[src/mem_island_settings.svh]
// Build-time settings of the scratchpad memory island
// Widths, banking and the narrow-over-wide priority wait

`ifndef MEM_ISLAND_SETTINGS_SVH
`define MEM_ISLAND_SETTINGS_SVH

// Byte address and port data widths
`define MI_ADDR_WIDTH     10
`define MI_NARROW_WIDTH   32
`define MI_WIDE_WIDTH     64

// Banking
`define MI_NUM_WIDE_BANKS 2
`define MI_WORDS_PER_BANK 64

// Conflict cycles before narrow gives one cycle to wide
`define MI_PRIO_WAIT      3

// Derived
`define MI_SUB_BANKS      (`MI_WIDE_WIDTH / `MI_NARROW_WIDTH)
`define MI_NUM_BANKS      (`MI_NUM_WIDE_BANKS * `MI_SUB_BANKS)

`endif

[src/mem_island_pkg.sv]
// Shared types of the scratchpad memory island
// Opcode, bank index types and the request payloads of both ports

`include "mem_island_settings.svh"

`default_nettype none

package mem_island_pkg;

  typedef enum logic {
    OP_READ  = 1'b0,
    OP_WRITE = 1'b1
  } mem_op_e;

  // Word within one bank, and flat bank number
  typedef logic [$clog2(`MI_WORDS_PER_BANK)-1:0] bank_addr_t;
  typedef logic [$clog2(`MI_NUM_BANKS)-1:0]      bank_idx_t;

  typedef struct packed {
    logic [`MI_ADDR_WIDTH-1:0]     addr;
    mem_op_e                       op;
    logic [`MI_NARROW_WIDTH-1:0]   wdata;
    logic [`MI_NARROW_WIDTH/8-1:0] strb;
  } narrow_req_t;

  typedef struct packed {
    logic [`MI_ADDR_WIDTH-1:0]   addr;
    mem_op_e                     op;
    logic [`MI_WIDE_WIDTH-1:0]   wdata;
    logic [`MI_WIDE_WIDTH/8-1:0] strb;
  } wide_req_t;

  // What a single SRAM bank sees
  typedef struct packed {
    bank_addr_t                    addr;
    mem_op_e                       op;
    logic [`MI_NARROW_WIDTH-1:0]   wdata;
    logic [`MI_NARROW_WIDTH/8-1:0] strb;
  } bank_req_t;

endpackage

`default_nettype wire

[src/narrow_router.sv]
// Narrow port router
// Decodes the sub-bank and wide-bank bits to one of the four banks and
// picks that bank's read data in the cycle after the transfer

`include "mem_island_settings.svh"

`default_nettype none

module narrow_router
  import mem_island_pkg::*;
(
  input  wire logic                                         clk_i,
  input  wire logic                                         rst_ni,
  input  wire logic                                         narrow_req_i,
  input  wire narrow_req_t                                  narrow_pld_i,
  output logic                                              narrow_gnt_o,
  output logic                                              narrow_rvalid_o,
  output logic [`MI_NARROW_WIDTH-1:0]                       narrow_rdata_o,
  output logic [`MI_NUM_BANKS-1:0]                          bank_req_o,
  output bank_req_t [`MI_NUM_BANKS-1:0]                     bank_pld_o,
  input  wire logic [`MI_NUM_BANKS-1:0]                     bank_gnt_i,
  input  wire logic [`MI_NUM_BANKS-1:0][`MI_NARROW_WIDTH-1:0] bank_rdata_i
);

  // Bank select sits right above the byte offset, word index above that
  localparam int unsigned SEL_LSB  = $clog2(`MI_NARROW_WIDTH / 8);
  localparam int unsigned ADDR_LSB = SEL_LSB + $clog2(`MI_NUM_BANKS);

  bank_idx_t  bank_sel;
  bank_addr_t bank_addr;
  logic       xfer;
  logic       rvalid_q;
  bank_idx_t  bank_sel_q;

  assign bank_sel  = narrow_pld_i.addr[SEL_LSB +: $bits(bank_idx_t)];
  assign bank_addr = narrow_pld_i.addr[ADDR_LSB +: $bits(bank_addr_t)];

  always_comb begin
    for (int b = 0; b < `MI_NUM_BANKS; b++) begin
      bank_req_o[b]       = narrow_req_i && (bank_sel == bank_idx_t'(b));
      bank_pld_o[b].addr  = bank_addr;
      bank_pld_o[b].op    = narrow_pld_i.op;
      bank_pld_o[b].wdata = narrow_pld_i.wdata;
      bank_pld_o[b].strb  = narrow_pld_i.strb;
    end
  end

  assign narrow_gnt_o = bank_gnt_i[bank_sel];
  assign xfer         = narrow_req_i & narrow_gnt_o;

  always_ff @(posedge clk_i or negedge rst_ni) begin
    if (!rst_ni) begin
      rvalid_q   <= 1'b0;
      bank_sel_q <= '0;
    end else begin
      rvalid_q <= xfer;
      if (xfer) begin
        bank_sel_q <= bank_sel;
      end
    end
  end

  assign narrow_rvalid_o = rvalid_q;
  assign narrow_rdata_o  = bank_rdata_i[bank_sel_q];

endmodule

`default_nettype wire

[config.mk]
export PLATFORM = sky130hd
export DESIGN_NAME = narrow_router
export DESIGN_NICKNAME = d
export VERILOG_FILES = /design/src/mem_island_pkg.sv /design/src/narrow_router.sv
export VERILOG_INCLUDE_DIRS = /design/src
export SDC_FILE = /design/constraint.sdc
export NUM_CORES = 1
export LEC_CHECK = 0
export BUFFER_PORTS_ARGS = -buffer_cell sky130_fd_sc_hd__clkbuf_2
export CAP_MARGIN = 20
export CORE_AREA = 2 2 151 153
export DETAILED_ROUTE_END_ITERATION = 8
export DIE_AREA = 0 0 153 155
export PLACE_DENSITY_LB_ADDON = 0.05
export REMOVE_ABC_BUFFERS = 1
export SYNTH_ARGS = -nofsm -noshare
export SYNTH_HDL_FRONTEND = slang
export SYNTH_SLANG_ARGS = --single-unit
[constraint.sdc]
create_clock -name clk_i -period 4.8 [get_ports clk_i]
set_clock_uncertainty 0.05 [all_clocks]
set_input_delay 0.96 -clock clk_i [delete_from_list [all_inputs] [get_ports clk_i]]
set_output_delay 0.96 -clock clk_i [all_outputs]
set_load 0.02 [all_outputs]
# Word level (Yosys, flattened, before mapping)
# Index checks and enable logic that the tools add are counted.
# word_totals
ramBits	0
regBits	3
mem_bits_ro	0
elab_cells	17
latchBits	0
memories	0
out_inout_bits	210
# classes
multipliers	0
shifts	0
n_div	0
n_mux	4
magnitude_cmp	2
n_eq_ne	3
addsub	0
bitwise_logic	1
reduce_logical	5
# ops
operator	count
$bmux 32 s2	1
$mux 32	1
$lt 2x3->1 const B	2
$eq 2x2->1 const B	2
$logic_and 1x1->1	4
$bmux 1 s2	1
$eq 2x1->1 const B	1
$logic_not 2->1	1
$and 1x1->1	1
$mux 1	1

# Depth between registers and ports, before layout
# depth
word_depth	3
ltp_mapped	4
depth_no_buf	3

# Worst setup path after synthesis
# Ideal clock, no wire load.
# synth_timing
kind	in2out
from	in narrow_pld_i[39] (netlist bit)
to	out narrow_gnt_o
setup_slack_ps	2159
stages	2
required_time_ps	3790
t_arrival_ps	1631
cell_sequence	buf_6 mux4_2
# synth_via
elab_chain_len	2
# synth_rtl
item	line	text
start: declaration	narrow_router.sv:15	input wire narrow_req_t narrow_pld_i,
$bmux 1 s2	narrow_router.sv:48	assign narrow_gnt_o = bank_gnt_i[bank_sel];
$mux 1 (implied by the code)	narrow_router.sv:48	
end: declaration	narrow_router.sv:16	output logic narrow_gnt_o,
# Every way passes these cells. The select of a mux whose other input is x is not followed.

# Final worst setup path
# layout_timing
from	reg bank_sel_q[0]
to	out narrow_rdata_o[6]
# layout_via
elab_chain_len	2
# layout_rtl
item	line	text
start: declaration	narrow_router.sv:33	bank_idx_t bank_sel_q;
start signal: assignment	narrow_router.sv:58	bank_sel_q <= bank_sel;
$bmux 32 s2	narrow_router.sv:64	assign narrow_rdata_o = bank_rdata_i[bank_sel_q];
$mux 32 (implied by the code)	narrow_router.sv:64	
end: declaration	narrow_router.sv:18	output logic [`MI_NARROW_WIDTH-1:0] narrow_rdata_o,
# Every way passes these cells. The select of a mux whose other input is x is not followed.

==> impl_metrics.tcl <==
set metrics [dict create \
    status "finished clean" \
    nFillCells 2620 \
    route.antenna.remaining_nets 0 \
    die_y_um 155 \
    io_buffer_count 174 \
    path_cells "buf_4, mux4_2, clkbuf_2" \
    synthSimpleGateAreaFrac_pct 1.503 \
    postLayoutCellArea_um2 2241 \
    synth_warnings 0 \
    synth_top_area_share_pct 57.43 \
    min_path_type "input pin to asynchronous set/reset pin" \
    peakVddDrop_uv 64.38 \
    synth-seq-cells 3 \
    cp_data_required_time_ns 3.79 \
    num_io_pins 392 \
    cp_max_fo 17 \
    via_per_inst 3.518 \
    synth.area.top_cells "buf_4 57%, mux4_2 33%, dfrtp_1 3.3%" \
    dpl-instance-area_um2 2162 \
    cts_tree "built" \
    final.min_clock_period_ns 3.177 \
    power_leakage_uw 0.001078 \
    syn_area_um2 2248 \
    initial_core_util_pct 10.12 \
    grt_pass1_wl_mm 22.17 \
    cts-resized-gates 0 \
    coreArea_um2 22230 \
    setup-tns-final_ns 0 \
    path_class "flop to primary output" \
    grt_setup_unrepaired "false" \
    antenna_found_initial 0 \
    startpoint_type "flop" \
    gp_congestion 0.6810 \
    fp.dieW_um 153 \
    maxSlewHeadroom_pct 49.18 \
    netlist-cell-type-count 15 \
    finalSetupViolCount 0 \
    seq_power_share_pct 9.8 \
    wl_mm 17.15 \
    netlist_instances 230 \
    p_sw_uw 230.1 \
    design.die.area_um2 23720 \
    hold_ws_ns 0.4805 \
    clkLatencyLatePin_ns 0.22 \
    clockBufferDepth 2 \
    tightest_slew_ns 0.7623 \
    maxSlewViolCount 0 \
    dr.pass1.iters 4 \
    seq_area_um2 76.32 \
    rows 55 \
    grt_max_degree 23 \
    overflow 0 \
    synth_top_family_by_area "buffers and inverters" \
    final-hold-violation-count 0 \
    netSwitchingFraction_pct 41.30 \
    netlist.top_cell.by_area "buf_4" \
    multiInputGateArea_um2 828.3 \
    ff2ff_setup_slack_ns 3.09 \
    grtUsageTotal_pct 13.91 \
    crit_slowest_cell "dfrtp_2" \
    ys_seq_area_share_pct 3.339 \
    max_stage_delay_ns 0.75 \
    drt_iter0_drc 108 \
    synth_xor_area_share_pct 0 \
    muxShareOfSynthArea_pct 34.67 \
    fin_nets 413 \
    drc 0 \
    drv_cap 0 \
    internal_power_uw 327.0 \
    clock-sinks 3 \
    endpoint_kind "primary output" \
    antenna_cells 0 \
    timing.fmax_ghz 0.3147 \
    num_vias 1812 \
    cts_root_buf "clkbuf_16" \
    drive_above_1_share_pct 95.22 \
    power.share.clock_pct 23.7 \
    area_growth_pct -0.3338 \
    wl_per_cell_um 33.31 \
    cts_buffers 3 \
    clk_pin_slew_ns 0.03 \
    grt_pass1_vias 2045 \
    detailed_place_hpwl_mm 15.28 \
    period_share_pct 66.19 \
    htreeDepth 1 \
    postCtsSetupRepairBufs 0 \
    p_comb_share_pct 66.4 \
    synth_compound_gate_area_share_pct 0.6678 \
    p_per_area_nw_per_um2 248.6 \
    avgSynthCellArea_um2 9.776 \
    synth_fa_ha_area_share_pct 0 \
    ctsHoldBuffers 0 \
    crit_arrival_ns 2.17 \
]
==> worst paths after layout <==
check | from | to | cells past startpoint
min reg2reg | bank_sel_q[0] | bank_sel_q[0] | 1
min | rst_ni | narrow_rvalid_o | 1
max in group asynchronous | rst_ni | bank_sel_q[0] | 1
max reg2reg | bank_sel_q[1] | bank_sel_q[1] | 3
max | bank_sel_q[0] | narrow_rdata_o[6] | 3
min in group clk_i | bank_sel_q[0] | bank_sel_q[0] | 1
==> Yosys cell counts <==
library cell	count
dfrtp_1	3
a21oi_1	1
and3_2	2
nor3_1	2
buf_6	1
clkbuf_1	4
mux2_2	1
mux4_2	33
mux2_4	1
and2_4	1
inv_1	2
o21ai_0	2
buf_2	4
buf_4	172
mux2i_1	1
==> placed cells by master, fill, tap and decap left out, drive strengths merged <==
cell and n:
a21oi 1, and2 1, and3 2, buf 3, clkbuf 178, dfrtp 3
inv 2, mux2 2, mux2i 1, mux4 33, nor3 2, o21ai 2
==> kinds of logic after synthesis <==
group / count (synthesis)
simple gates: 5
flops: 3
mux: 36
compound gates: 3
buf+inv: 183
==> metal layers <==
| layer | track usage (%) | part of all wire, % | vias up |
|---|---|---|---|
| met4 | 3.571 | 2.8 | 9 |
| met5 | 9.731 | 1.3 | - |
| met2 | 20.46 | 42 | 345 |
| met1 | 12.07 | 30 | 821 |
| met3 | 15.49 | 24 | 22 |
| li1 | - | - | 615 |
==> power groups by stage <==
stage               Sequential (µW)  Clock [µW]  Combinational [µW]
finish                         54.8         132                 370
floorplan                      63.8           0                 208
CTS                            59.1         134                 380
global placement               57.8           0                 381
global route                   59.7         139                 400
detailed placement             59.3           0                 379
==> sequential cells by signal, indices dropped and copies added, names as in the netlist <==
register / flops
narrow_rvalid_o: 1
bank_sel_q: 2
==> worst max-delay path, delay by kind of cell (launching register included) <==
family	cells	cell delay [ns]
flops	1	0.75
buf+inv	2	0.61
mux	1	0.56
==> metrics by stage <==
stage | setup WS [ns] | total power [µW] | util (%) | std cells
6_report | 1.623 | 557.1 | 10.08 | 515
5_1_grt | 1.416 | 598.0 | 10.08 | 515
4_1_cts | 1.453 | 572.7 | 10.08 | 515
3_5_place_dp | 1.688 | 438.1 | 9.727 | 511
3_3_place_gp | 1.728 | 438.7 | 9.727 | 511
2_1_floorplan | 1.676 | 271.5 | - | 49
==> cell type report <==
cell class,count,share of cell area (%)
timing repair buffer,177,39.87
multi-input combinational,44,36.96
sequential,3,3.406
inverter,2,0.3350
clock buffer,4,3.518
tap,285,15.91
Power figures use the tool's default switching activity.
