`src/mem_island_settings.svh`:
```
// Build-time settings of the scratchpad memory island
// Widths, banking and the narrow-over-wide priority wait

`ifndef MEM_ISLAND_SETTINGS_SVH
`define MEM_ISLAND_SETTINGS_SVH

// Byte address and port data widths
`define MI_ADDR_WIDTH     10
`define MI_NARROW_WIDTH   32
`define MI_WIDE_WIDTH     64

// Banking
`define MI_NUM_WIDE_BANKS 2
`define MI_WORDS_PER_BANK 64

// Conflict cycles before narrow gives one cycle to wide
`define MI_PRIO_WAIT      3

// Derived
`define MI_SUB_BANKS      (`MI_WIDE_WIDTH / `MI_NARROW_WIDTH)
`define MI_NUM_BANKS      (`MI_NUM_WIDE_BANKS * `MI_SUB_BANKS)

`endif

```
`src/mem_island_pkg.sv`:
```
// Shared types of the scratchpad memory island
// Opcode, bank index types and the request payloads of both ports

`include "mem_island_settings.svh"

`default_nettype none

package mem_island_pkg;

  typedef enum logic {
    OP_READ  = 1'b0,
    OP_WRITE = 1'b1
  } mem_op_e;

  // Word within one bank, and flat bank number
  typedef logic [$clog2(`MI_WORDS_PER_BANK)-1:0] bank_addr_t;
  typedef logic [$clog2(`MI_NUM_BANKS)-1:0]      bank_idx_t;

  typedef struct packed {
    logic [`MI_ADDR_WIDTH-1:0]     addr;
    mem_op_e                       op;
    logic [`MI_NARROW_WIDTH-1:0]   wdata;
    logic [`MI_NARROW_WIDTH/8-1:0] strb;
  } narrow_req_t;

  typedef struct packed {
    logic [`MI_ADDR_WIDTH-1:0]   addr;
    mem_op_e                     op;
    logic [`MI_WIDE_WIDTH-1:0]   wdata;
    logic [`MI_WIDE_WIDTH/8-1:0] strb;
  } wide_req_t;

  // What a single SRAM bank sees
  typedef struct packed {
    bank_addr_t                    addr;
    mem_op_e                       op;
    logic [`MI_NARROW_WIDTH-1:0]   wdata;
    logic [`MI_NARROW_WIDTH/8-1:0] strb;
  } bank_req_t;

endpackage

`default_nettype wire

```
`src/wide_splitter.sv`:
```
// Wide port splitter
// Cuts a wide access into one narrow access per sub-bank of the chosen
// wide bank, grants only when every sub-bank grants in the same cycle

`include "mem_island_settings.svh"

`default_nettype none

module wide_splitter
  import mem_island_pkg::*;
(
  input  wire logic                                         clk_i,
  input  wire logic                                         rst_ni,
  input  wire logic                                         wide_req_i,
  input  wire wide_req_t                                    wide_pld_i,
  output logic                                              wide_gnt_o,
  output logic                                              wide_rvalid_o,
  output logic [`MI_WIDE_WIDTH-1:0]                         wide_rdata_o,
  output logic [`MI_SUB_BANKS-1:0]                          sub_req_o,
  output bank_req_t [`MI_SUB_BANKS-1:0]                     sub_pld_o,
  input  wire logic [`MI_SUB_BANKS-1:0]                     sub_gnt_i,
  output logic [$clog2(`MI_NUM_WIDE_BANKS)-1:0]             wide_bank_o,
  input  wire logic [`MI_NUM_BANKS-1:0][`MI_NARROW_WIDTH-1:0] bank_rdata_i
);

  localparam int unsigned NW       = `MI_NARROW_WIDTH;
  localparam int unsigned SUB      = `MI_SUB_BANKS;
  localparam int unsigned WB_W     = $clog2(`MI_NUM_WIDE_BANKS);
  localparam int unsigned WB_LSB   = $clog2(`MI_WIDE_WIDTH / 8);
  localparam int unsigned ADDR_LSB = WB_LSB + WB_W;

  logic            all_gnt;
  logic            xfer;
  logic            rvalid_q;
  logic [WB_W-1:0] wbank_q;

  assign wide_bank_o = wide_pld_i.addr[WB_LSB +: WB_W];
  assign all_gnt     = &sub_gnt_i;
  assign wide_gnt_o  = wide_req_i & all_gnt;
  assign xfer        = wide_req_i & wide_gnt_o;

  // Sub-bank 0 carries the low half
  always_comb begin
    for (int s = 0; s < SUB; s++) begin
      sub_req_o[s]      = wide_req_i;
      sub_pld_o[s].addr = wide_pld_i.addr[ADDR_LSB +: $bits(bank_addr_t)];
      // A half may win its bank alone, so the write waits for both grants
      sub_pld_o[s].op    = (wide_pld_i.op == OP_WRITE && all_gnt) ? OP_WRITE : OP_READ;
      sub_pld_o[s].wdata = wide_pld_i.wdata[s*NW +: NW];
      sub_pld_o[s].strb  = wide_pld_i.strb[s*(NW/8) +: NW/8];
    end
  end

  always_ff @(posedge clk_i or negedge rst_ni) begin
    if (!rst_ni) begin
      rvalid_q <= 1'b0;
      wbank_q  <= '0;
    end else begin
      rvalid_q <= xfer;
      if (xfer) begin
        wbank_q <= wide_bank_o;
      end
    end
  end

  assign wide_rvalid_o = rvalid_q;

  always_comb begin
    for (int s = 0; s < SUB; s++) begin
      wide_rdata_o[s*NW +: NW] = bank_rdata_i[bank_idx_t'(wbank_q * SUB + s)];
    end
  end

endmodule

`default_nettype wire
```
`config.mk`:
```
export PLATFORM = sky130hd
export DESIGN_NAME = wide_splitter
export DESIGN_NICKNAME = d
export VERILOG_FILES = /design/src/mem_island_pkg.sv /design/src/wide_splitter.sv
export VERILOG_INCLUDE_DIRS = /design/src
export SDC_FILE = /design/constraint.sdc
export NUM_CORES = 1
export LEC_CHECK = 0
export BUFFER_PORTS_ARGS = -buffer_cell sky130_fd_sc_hd__clkbuf_2
export CELL_PAD_IN_SITES_DETAIL_PLACEMENT = 0
export CELL_PAD_IN_SITES_GLOBAL_PLACEMENT = 1
export CORE_AREA = 5 5 142 144
export CTS_CLUSTER_DIAMETER = 200
export DETAILED_ROUTE_END_ITERATION = 10
export DIE_AREA = 0 0 147 149
export PLACE_DENSITY_LB_ADDON = 0.1
export SETUP_SLACK_MARGIN = 0.15
export SLEW_MARGIN = 10
export SYNTH_ARGS = -nofsm -noshare
export SYNTH_HDL_FRONTEND = slang
export SYNTH_SLANG_ARGS = --single-unit
export TNS_END_PERCENT = 20
```
`constraint.sdc`:
```
create_clock -name clk_i -period 1.8 [get_ports clk_i]
set_input_delay 0.09 -clock clk_i [delete_from_list [all_inputs] [get_ports clk_i]]
set_output_delay 0.09 -clock clk_i [all_outputs]
set_load 0.005 [all_outputs]
```
## Word-level counts from Yosys, hierarchy flattened

Cells that the tools add are included.
Widths: inputs -> output; s select.

| word-level totals | value |
|---|---|
| flip-flop bits (word level) | 2 |
| input bits | 216 |
| output and inout port bits | 155 |

| cells by class | value |
|---|---|
| add/sub/neg operators | 1 |
| order comparisons | 2 |
| mux-type cells | 5 |
| bitwise logic cells | 2 |
| reductions and logical operators | 2 |

Operator list:

| operator | count |
|---|---|
| $mux 32 | 3 |
| $bmux 32 s2 | 1 |
| $lt 2x3->1 const B | 2 |
| $add 2x1->2 const B | 1 |
| $and 1x1->1 | 2 |
| $reduce_and 2->1 | 1 |
| $logic_and 1x1->1 | 1 |
| $mux 1 | 1 |

## Longest topological paths before layout

Gate-level depths: netlist (run 1).

| logic depth | value |
|---|---|
| word-level depth | 3 |
| mapped depth | 3 |

## Least setup slack after synthesis (run 1)

No wires, ideal clock.

| timing | value |
|---|---|
| path kind | register -> output |
| start | register wbank_q |
| end | output port wide_rdata_o[0] |
| arrival | 0.951 ns |
| required time | 1.710 ns |
| path slack | 0.759 ns |
| cell stages (with the launch flop) | 4 |
| cell sequence | dfrtp_1 -> buf_6 -> buf_6 -> mux2_4 |

| between the ends | value |
|---|---|
| cells in the longest elaborated chain, start to end | 2 |

RTL lines:

| item | line | text |
|---|---|---|
| start: declaration | wide_splitter.sv:35 | `logic [WB_W-1:0] wbank_q;` |
| start signal: assignment | wide_splitter.sv:61 | `wbank_q <= wide_bank_o;` |
| $mux 32 (implied by the code) (2 in a row) | wide_splitter.sv:70 | `wide_rdata_o[s*NW +: NW] = bank_rdata_i[bank_idx_t'(wbank_q * SUB + s)];` |
| end: declaration | wide_splitter.sv:18 | `` output logic [`MI_WIDE_WIDTH-1:0] wide_rdata_o, `` |

No other way between the ends. The select of a mux whose other input is x is not followed.

## Worst setup path in the final report (run 1)

| timing | value |
|---|---|
| start | register wbank_q |
| end | output port wide_rdata_o[61] |

| between the ends | value |
|---|---|
| cells in the longest elaborated chain, start to end | 3 |

RTL lines:

| item | line |
|---|---|
| $add 2x1->2 | wide_splitter.sv:70 |
| $bmux 32 s2 | wide_splitter.sv:70 |
| $mux 32 (implied by the code) | wide_splitter.sv:70 |

No other way between the ends. The select of a mux whose other input is x is not followed.

==> results.json, run 1 <==
{
  "status": "finished clean",
  "grt_max_degree": 28,
  "fmax_mhz": 640,
  "drv_slew": 0,
  "rsz0062_at_grt": "no",
  "ios": 371,
  "cp.arrival_ns": 1.47,
  "ys_warn_count": 0,
  "n_fill_cell": 2144,
  "hold_path_class": "input pin to flop",
  "die_y_um": 149,
  "drive_gt1_share_pct": 98.3,
  "clkTransAtPathRegs_ns": 0.03,
  "fp.dieW_um": 147,
  "max_stage_delay_ns": 0.52,
  "die_area_um2": 21900,
  "rows": 50,
  "fin_skew_ns": 0,
  "p_leak_nw": 1.43,
  "netlist_area_um2": 1710,
  "path_buf_inv": 2,
  "ff_latch_area_um2": 53.8,
  "syn_nets": 380,
  "drc_errors": 0,
  "grt-ovfl-total": 0,
  "avgSynthCellArea_um2": 10.4,
  "ys_ff_latch": 2,
  "vias": 1526,
  "gp_congestion": 0.667,
  "placed_area_um2": 2360,
  "worst_pin_slew_ns": 0.222,
  "antenna_found_initial": 0,
  "finalSetupViolCount": 0,
  "io_buffers": 205,
  "cp.required_ns": 1.71,
  "dr.pass1.iters": 2,
  "criticalPathCategory": "flop to primary output",
  "worstPathMaxFanout": 27,
  "wirelength_mm": 6.76,
  "ctsLongestPathBuffers": 2,
  "clock_latency_ns": 0.22,
  "grt_use_total_pct": 5.41,
  "slew_headroom_pct": 85.2,
  "cts_resized": 0,
  "cts.sinks": 2,
  "grt_pass1_vias": 1570,
  "num_antenna_cells": 0,
  "max_cap_viol_count": 0,
  "hold_violations": 0,
  "start_util_pct": 9.21,
  "slowest_stage": "dfrtp_4",
  "min_period_ns": 1.56,
  "start_kind": "flop",
  "final_common_cell": "clkbuf_2",
  "cp-end-kind": "primary output",
  "vias_per_cell": 2.93,
  "synth.distinct_cells": 7,
  "dp_hpwl_mm": 6.07,
  "postSynthCellCount": 164,
  "cts_tree": "done",
  "cp_top_family": "flip-flops",
  "final_area_um2": 2470,
  "worstPathCellList": "buf_12 -> mux2_4 -> clkbuf_2",
  "fin_setup_tns_ns": 0,
  "synth_seq_area_share_pct": 2.92,
  "nets": 503,
  "core_um2": 18600,
  "detail-route-antenna-nets": 0,
  "final_cell_mix": "205 x clkbuf_2, 49 x mux2_4, 16 x mux2_2",
  "area_delta_synth_final_pct": 44.2,
  "finalCoreUtilization_pct": 13.3,
  "grt_first_pass_wirelength_mm": 9.54,
  "cts_made_buffers": 3,
  "drt_iter0_markers": 29,
  "cts_max_level": 1,
  "peakVddDrop_mv": 0.684,
  "multi_input_area_um2": 928,
  "wl_per_cell_um": 13.0,
  "p_per_area_nw_per_um2": 575,
  "root_buffer": "clkbuf_16",
  "post-route-period-util_pct": 86.8
}
through the flow:
step	total power, mW	std cells	setup slack [ns]	hold slack [ns]
after global routing	1.51	520	0.168	0.139
final	1.42	520	0.237	0.121
after detailed placement	1.09	512	0.387	-0.122
after floorplan	0.801	164	0.759	-0.206
after CTS	1.44	517	0.151	0.124
after global placement	1.10	512	0.390	-0.120
final cells by class:
| cell class | instances | share of cell area (%) |
|---|---|---|
| Tap cell | 234 | 11.9 |
| Clock buffer | 4 | 3.19 |
| Sequential cell | 2 | 2.18 |
| Multi-Input combinational cell | 67 | 37.6 |
| Timing Repair Buffer | 213 | 45.1 |
flip-flops by register name, indices dropped and copies added (netlist names):
name	count
wbank_q	1
wide_rvalid_o	1
cells by family after synthesis:
kind of cell  Yosys count  share of synthesized area [%]
buf+inv                95                           42.8
flops                   2                           2.92
mux                    65                           53.5
simple gates            2                          0.731
routing by layer:
layer / routed length [um] / vias to the layer above / track usage, %
met4: 47 / 0 / 1.12
met2: 3320 / 151 / 9.43
met5: 0 / - / 0
li1: - / 707 / -
met1: 2550 / 655 / 6.16
met3: 844 / 13 / 2.40
worst paths after layout:
path                                 from                to  slack, ns  cells past startpoint
max                               wbank_q  wide_rdata_o[61]       0.24                      3
min                        wide_pld_i[76]           wbank_q       0.12                      2
max reg2reg                       wbank_q           wbank_q       0.84                      1
min reg2reg                       wbank_q           wbank_q       0.74                      1
max in group asynchronous          rst_ni           wbank_q       1.49                      2
min in group asynchronous          rst_ni           wbank_q       0.20                      2
report_power, final:
group	internal (mW)	switching [mW]
sequential	0.0535	0.0217
combinational	0.636	0.364
clock	0.292	0.0534
total	0.981	0.439
repair_timing:
action | in CTS | in global routing
endpoints found under the setup margin | 0 | 29
hold endpoints to repair | 2 | 0
setup buffers | 0 | 3
hold buffers | 1 | 0
cell usage after synthesis, drive strengths merged:
| library cell | n | area, um^2 |
|---|---|---|
| mux2 | 65 | 916 |
| and3 | 2 | 12.5 |
| dfrtp | 2 | 50.1 |
| buf | 95 | 733 |
(Power assumes the default switching activity.)
==> inputs of run 2 (changes only) <==
==> constraint.sdc (replaced) <==
create_clock -name clk_i -period 1.85 [get_ports clk_i]
set_input_delay 0.0925 -clock clk_i [delete_from_list [all_inputs] [get_ports clk_i]]
set_output_delay 0.0925 -clock clk_i [all_outputs]
set_load 0.005 [all_outputs]
==> run 2 against run 1 <==
Worst hold slack better by 0.0037 ns. Sequential power is 3.5% higher. Power is 2.3% lower. Setup slack gained 0.048 ns. Non-clock buffer count up 1. Final cell count is 0.19% higher. Die area is the same. Flip-flop and latch count stayed put. Routed wire length down 0.10%.
==> results.json, run 2 (same netlist as run 1, synthesis figures left out) <==
{
  "vias_per_cell": 2.94,
  "finalSetupViolCount": 0,
  "final_common_cell": "clkbuf_2",
  "vias": 1531,
  "grt-ovfl-total": 0,
  "rows": 50,
  "peakVddDrop_mv": 0.686,
  "io_buffers": 205,
  "cp.required_ns": 1.76,
  "detail-route-antenna-nets": 0,
  "slew_headroom_pct": 84.3,
  "worst_pin_slew_ns": 0.235,
  "min_period_ns": 1.56,
  "stdcell_count": 521,
  "cp_top_family": "flip-flops",
  "grt_first_pass_wirelength_mm": 9.25,
  "wirelength_mm": 6.75,
  "grt_use_total_pct": 5.31,
  "drive_gt1_share_pct": 98.3,
  "worstPathCellList": "buf_12 -> mux2_4 -> clkbuf_2",
  "start_kind": "flop",
  "cts.sinks": 2,
  "whs_ns": 0.125,
  "cts_tree": "done",
  "status": "finished clean",
  "hold_path_class": "input pin to flop",
  "criticalPathCategory": "flop to primary output",
  "fin_setup_tns_ns": 0,
  "post-route-period-util_pct": 84.6,
  "dp_hpwl_mm": 6.09,
  "die_area_um2": 21900,
  "drc_errors": 0,
  "ios": 371,
  "area_delta_synth_final_pct": 44.6,
  "gp_congestion": 0.658,
  "cts_made_buffers": 3,
  "path_buf_inv": 2,
  "fmax_mhz": 639,
  "worstPathMaxFanout": 22,
  "clkTransAtPathRegs_ns": 0.03,
  "rsz0062_at_grt": "no",
  "slowest_stage": "dfrtp_4",
  "grt_pass1_vias": 1502,
  "clock_latency_ns": 0.22,
  "final_cell_mix": "205 x clkbuf_2, 49 x mux2_4, 16 x mux2_2",
  "cp-end-kind": "primary output",
  "grt_max_degree": 23,
  "placed_area_um2": 2360,
  "core_um2": 18600,
  "p_leak_nw": 1.44,
  "max_cap_viol_count": 0,
  "nets": 504,
  "drt_iter0_markers": 13,
  "wl_per_cell_um": 13.0,
  "hold_violations": 0,
  "num_antenna_cells": 0,
  "final_area_um2": 2470,
  "cts_max_level": 1,
  "die_y_um": 149,
  "place_inst": 513,
  "p_per_area_nw_per_um2": 561,
  "root_buffer": "clkbuf_16",
  "cts_resized": 0,
  "antenna_found_initial": 0,
  "max_stage_delay_ns": 0.55,
  "cp.arrival_ns": 1.47,
  "start_util_pct": 9.21,
  "fp.dieW_um": 147,
  "finalCoreUtilization_pct": 13.3,
  "fin_skew_ns": 0,
  "ctsLongestPathBuffers": 2,
  "n_fill_cell": 2130,
  "dr.pass1.iters": 3,
  "drv_slew": 0
}
-- run 2: path summary, 6_finish.rpt --
kind	depth (start not counted)	startpoint	to	slack, ns
max in group asynchronous	2	rst_ni	wbank_q	1.53
max reg2reg	1	wbank_q	wbank_q	0.87
min	2	wide_pld_i[76]	wbank_q	0.12
min in group asynchronous	2	rst_ni	wbank_q	0.21
max	3	wbank_q	wide_rdata_o[45]	0.29
min reg2reg	1	wbank_q	wbank_q	0.78
-- run 2: area by class of cell --
class / count / area [um^2] / share of cell area, %
repair buffers: 214 / 1120 / 45.3
well taps: 234 / 293 / 11.8
clock buffers: 4 / 78.8 / 3.19
multi-input cells: 67 / 928 / 37.5
flip-flops and latches: 2 / 53.8 / 2.17
-- run 2: through the flow --
step           power (mW)  setup slack (ns)
6_report             1.39             0.285
2_1_floorplan       0.779             0.807
3_3_place_gp         1.07             0.399
5_1_grt              1.48             0.213
3_5_place_dp         1.06             0.402
4_1_cts              1.41             0.166
-- run 2: layer usage --
layer | GRT usage (%) | wire length (um) | share of wire [%] | vias to the layer above
met1 | 6.12 | 2560 | 38 | 655
met2 | 9.15 | 3300 | 49 | 150
met3 | 2.25 | 825 | 12 | 16
met5 | 0 | 0 | 0 | -
met4 | 1.26 | 71 | 1.1 | 0
li1 | - | - | - | 710
-- run 2: timing repair --
item | in CTS | in global routing
setup buffers | 0 | 3
hold endpoints to repair | 2 | 0
setup endpoints to repair | 0 | 10
hold buffers | 1 | 0
-- run 2: report_power, final --
group | leakage [nW] | switching (mW) | internal (mW)
Combinational | 1.38 | 0.347 | 0.623
Sequential | 0.0243 | 0.0259 | 0.0519
Clock | 0.0382 | 0.0555 | 0.284
==> inputs of run 3 (changes only) <==
--- a/config.mk
+++ b/config.mk
@@ -6,13 +6,14 @@
 export SDC_FILE = /design/constraint.sdc
 export NUM_CORES = 1
 export LEC_CHECK = 0
+export ABC_AREA = 1
 export BUFFER_PORTS_ARGS = -buffer_cell sky130_fd_sc_hd__clkbuf_2
 export CELL_PAD_IN_SITES_DETAIL_PLACEMENT = 0
 export CELL_PAD_IN_SITES_GLOBAL_PLACEMENT = 1
-export CORE_AREA = 5 5 142 144
+export CORE_AREA = 5 5 141 143
 export CTS_CLUSTER_DIAMETER = 200
 export DETAILED_ROUTE_END_ITERATION = 10
-export DIE_AREA = 0 0 147 149
+export DIE_AREA = 0 0 146 148
 export PLACE_DENSITY_LB_ADDON = 0.1
 export SETUP_SLACK_MARGIN = 0.15
 export SLEW_MARGIN = 10
==> constraint.sdc (replaced) <==
create_clock -name clk_i -period 1.27 [get_ports clk_i]
set_input_delay 0.0635 -clock clk_i [delete_from_list [all_inputs] [get_ports clk_i]]
set_output_delay 0.0635 -clock clk_i [all_outputs]
set_load 0.005 [all_outputs]
==> run 3 against run 2 <==
The run now ends with negative setup slack left. Setup slack lost 0.37 ns. Sequential power increased by 8.5%. Power rose by 20%. Critical path depth stayed put. Worst hold slack worse by 0.022 ns. Critical endpoint is now wide_rdata_o[8]. Clock power is 45% higher. Synthesized area is 5.4% lower. Non-clock buffer count decreased by 6. Sequential share of layout area up 0.12 points. Synthesized cell count up 84%. Final area down 5.4%.
==> results.json, run 3 <==
{
  "status": "finished with violations",
  "violations": "negative setup slack",
  "worstPathMaxFanout": 65,
  "grt_first_pass_wirelength_mm": 10.0,
  "dr.pass1.iters": 4,
  "worst_pin_slew_ns": 0.268,
  "num_antenna_cells": 0,
  "switching_power_mw": 0.639,
  "rsz0062_at_grt": "yes",
  "fmax_mhz": 740,
  "drv_slew": 0,
  "rows": 50,
  "grt_pass1_vias": 2060,
  "grt_max_degree": 66,
  "synth-edff-count": 0,
  "die_y_um": 148,
  "cts_setup_buffers": 0,
  "synthFlopType": "dfrtp_1",
  "p_leak_nw": 1.50,
  "startpoint": "wbank_q",
  "synth_common_cells": "92 x buf_4, 66 x nand2_1, 65 x inv_1",
  "sequentialPowerShare_pct": 5.1,
  "worstPathCellList": "buf_12 -> o21ai_0 -> clkbuf_2",
  "die_area_um2": 21600,
  "cp.depth": 3,
  "ff_latch_area_um2": 53.8,
  "p_total_mw": 1.67,
  "crit-reg2reg-capture": "wbank_q",
  "grt-ovfl-total": 0,
  "synth_top_area_share_pct": 42.7,
  "power_frac_comb_pct": 65.3,
  "avgSynthCellArea_um2": 5.36,
  "whs_ns": 0.103,
  "cts_max_level": 1,
  "sw_frac_of_total_pct": 38.4,
  "p_int_mw": 1.03,
  "layout_setup_ws_ns": -0.0819,
  "slew_headroom_pct": 82.1,
  "nets": 629,
  "max_cap_viol_count": 0,
  "core_um2": 18500,
  "synth.distinct_cells": 11,
  "postSynthCellCount": 302,
  "ctsLongestPathBuffers": 2,
  "detail-route-antenna-nets": 0,
  "fin_skew_ns": 0,
  "dp_hpwl_mm": 5.87,
  "ios": 371,
  "peakVddDrop_mv": 0.479,
  "post-route-period-util_pct": 106,
  "r2r_start": "wbank_q",
  "io_buffers": 205,
  "vias": 1971,
  "start_util_pct": 8.77,
  "wl_per_cell_um": 10.1,
  "p_clk_share_pct": 29.6,
  "netlist_area_um2": 1620,
  "cp.arrival_ns": 1.29,
  "netlist_top_cells_area": "buf_4 43%, o21ai_0 18%, nand2_1 15%",
  "p_per_area_nw_per_um2": 711,
  "gp_congestion": 0.647,
  "finalSetupViolCount": 62,
  "fp.dieW_um": 146,
  "multi_input_area_um2": 589,
  "final_cell_mix": "204 x clkbuf_2, 66 x nand2_1, 65 x inv_1",
  "yosysMostFrequentCell": "buf_4",
  "r2r_cells": 3,
  "path_buf_inv": 2,
  "syn_nets": 518,
  "cp.required_ns": 1.21,
  "hold_violations": 0,
  "slowest_stage": "dfrtp_4",
  "cts.sinks": 2,
  "antenna_found_initial": 0,
  "ys_warn_count": 0,
  "clock_latency_ns": 0.22,
  "max_stage_delay_ns": 0.50,
  "async_flop_share_pct": 100,
  "root_buffer": "clkbuf_16",
  "critPathCapture": "wide_rdata_o[8]",
  "cp-end-kind": "primary output",
  "ys_ff_latch": 2,
  "drc_errors": 0,
  "cp_top_family": "flip-flops",
  "drive_gt1_share_pct": 51.5,
  "clkTransAtPathRegs_ns": 0.03,
  "area_delta_synth_final_pct": 44.7,
  "drt_iter0_markers": 33,
  "vias_per_cell": 3.05,
  "synth_area_leader_cell": "buf_4",
  "hold_path_class": "input pin to flop",
  "r2r_slack_ns": 0.32,
  "final_common_cell": "clkbuf_2",
  "grt_use_total_pct": 5.57,
  "wirelength_mm": 6.53,
  "criticalPathCategory": "flop to primary output",
  "cts_tree": "done",
  "synth_seq_area_share_pct": 3.09,
  "min_period_ns": 1.35,
  "cts_made_buffers": 3,
  "start_kind": "flop",
  "n_fill_cell": 2212
}
[run 3: cell count changes after synthesis, moves of 6 or more]
cell,before,now
inv_1,0,65
mux2_4,49,0
nand2_1,0,66
o21ai_0,0,58
buf_2,1,9
mux2_2,16,0
buf_6,6,0
o21ai_1,0,6
[run 3: cells by family (layout without fill, tap and decap cells)]
| logic type | after synthesis | count (layout) | share of synthesized area (%) |
|---|---|---|---|
| compound gates | 64 | 64 | 19.8 |
| flops | 2 | 2 | 3.09 |
| buf+inv | 167 | 277 | 60.7 |
| simple gates | 69 | 69 | 16.4 |
[run 3: area by class of cell]
cell class	count	share of cell area, %
Multi-Input combinational cell	133	25.2
Timing Repair Buffer	208	46.3
Clock buffer	4	3.37
Inverter	65	10.4
Tap cell	234	12.5
Sequential cell	2	2.30
[run 3: per-layer routing]
metal,vias up,wire (um),GRT usage [%]
li1,1027,-,-
met5,-,0,0
met1,782,1720,4.28
met3,32,823,2.27
met4,0,212,2.40
met2,130,3770,11.8
[run 3: how the worst min path moves through the flow]
stage	cells after the start	from	to	slack, ns
global placement	1	rst_ni	wide_rvalid_o	-0.15
detailed placement	1	rst_ni	wide_rvalid_o	-0.15
global route	0	wide_pld_i[16]	sub_pld_o[12]	0.13
CTS	3	sub_gnt_i[1]	wbank_q	0.1
floorplan	0	rst_ni	wbank_q	-0.23
finish	3	sub_gnt_i[1]	wbank_q	0.10
[run 3: what timing repair did]
item | CTS | global route
resized for setup | 8 | 24
endpoints found under the setup margin | 64 | 64
hold endpoints to repair | 2 | 0
gates cloned | 0 | 0
hold buffers | 1 | 0
[run 3: per-stage QoR]
stage,cells,worst slack (ns),util [%],instance area [um^2],setup TNS [ns]
after floorplan,302,0.340,-,1620,0
after global placement,641,0.0323,12.1,2240,0
after detailed placement,641,0.0448,12.1,2240,0
after CTS,646,-0.0809,12.7,2330,-3.60
after global routing,646,-0.165,12.7,2340,-8.00
final,646,-0.0819,12.7,2340,-2.75
[run 3: power groups by stage]
stage	clock [mW]	combinational [mW]	sequential [mW]
5_1_grt	0.512	1.26	0.0859
6_report	0.493	1.09	0.0844
4_1_cts	0.504	1.11	0.0828
2_1_floorplan	0	0.703	0.0743
3_5_place_dp	0	1.09	0.0836
3_3_place_gp	0	1.11	0.0832
[run 3: worst register-to-register path, delay by kind of cell (launching register included)]
kind                   cells  cell delay [ns]
and+or+nand+nor            2             0.15
DFF                        1             0.50
buffers and inverters      1             0.19
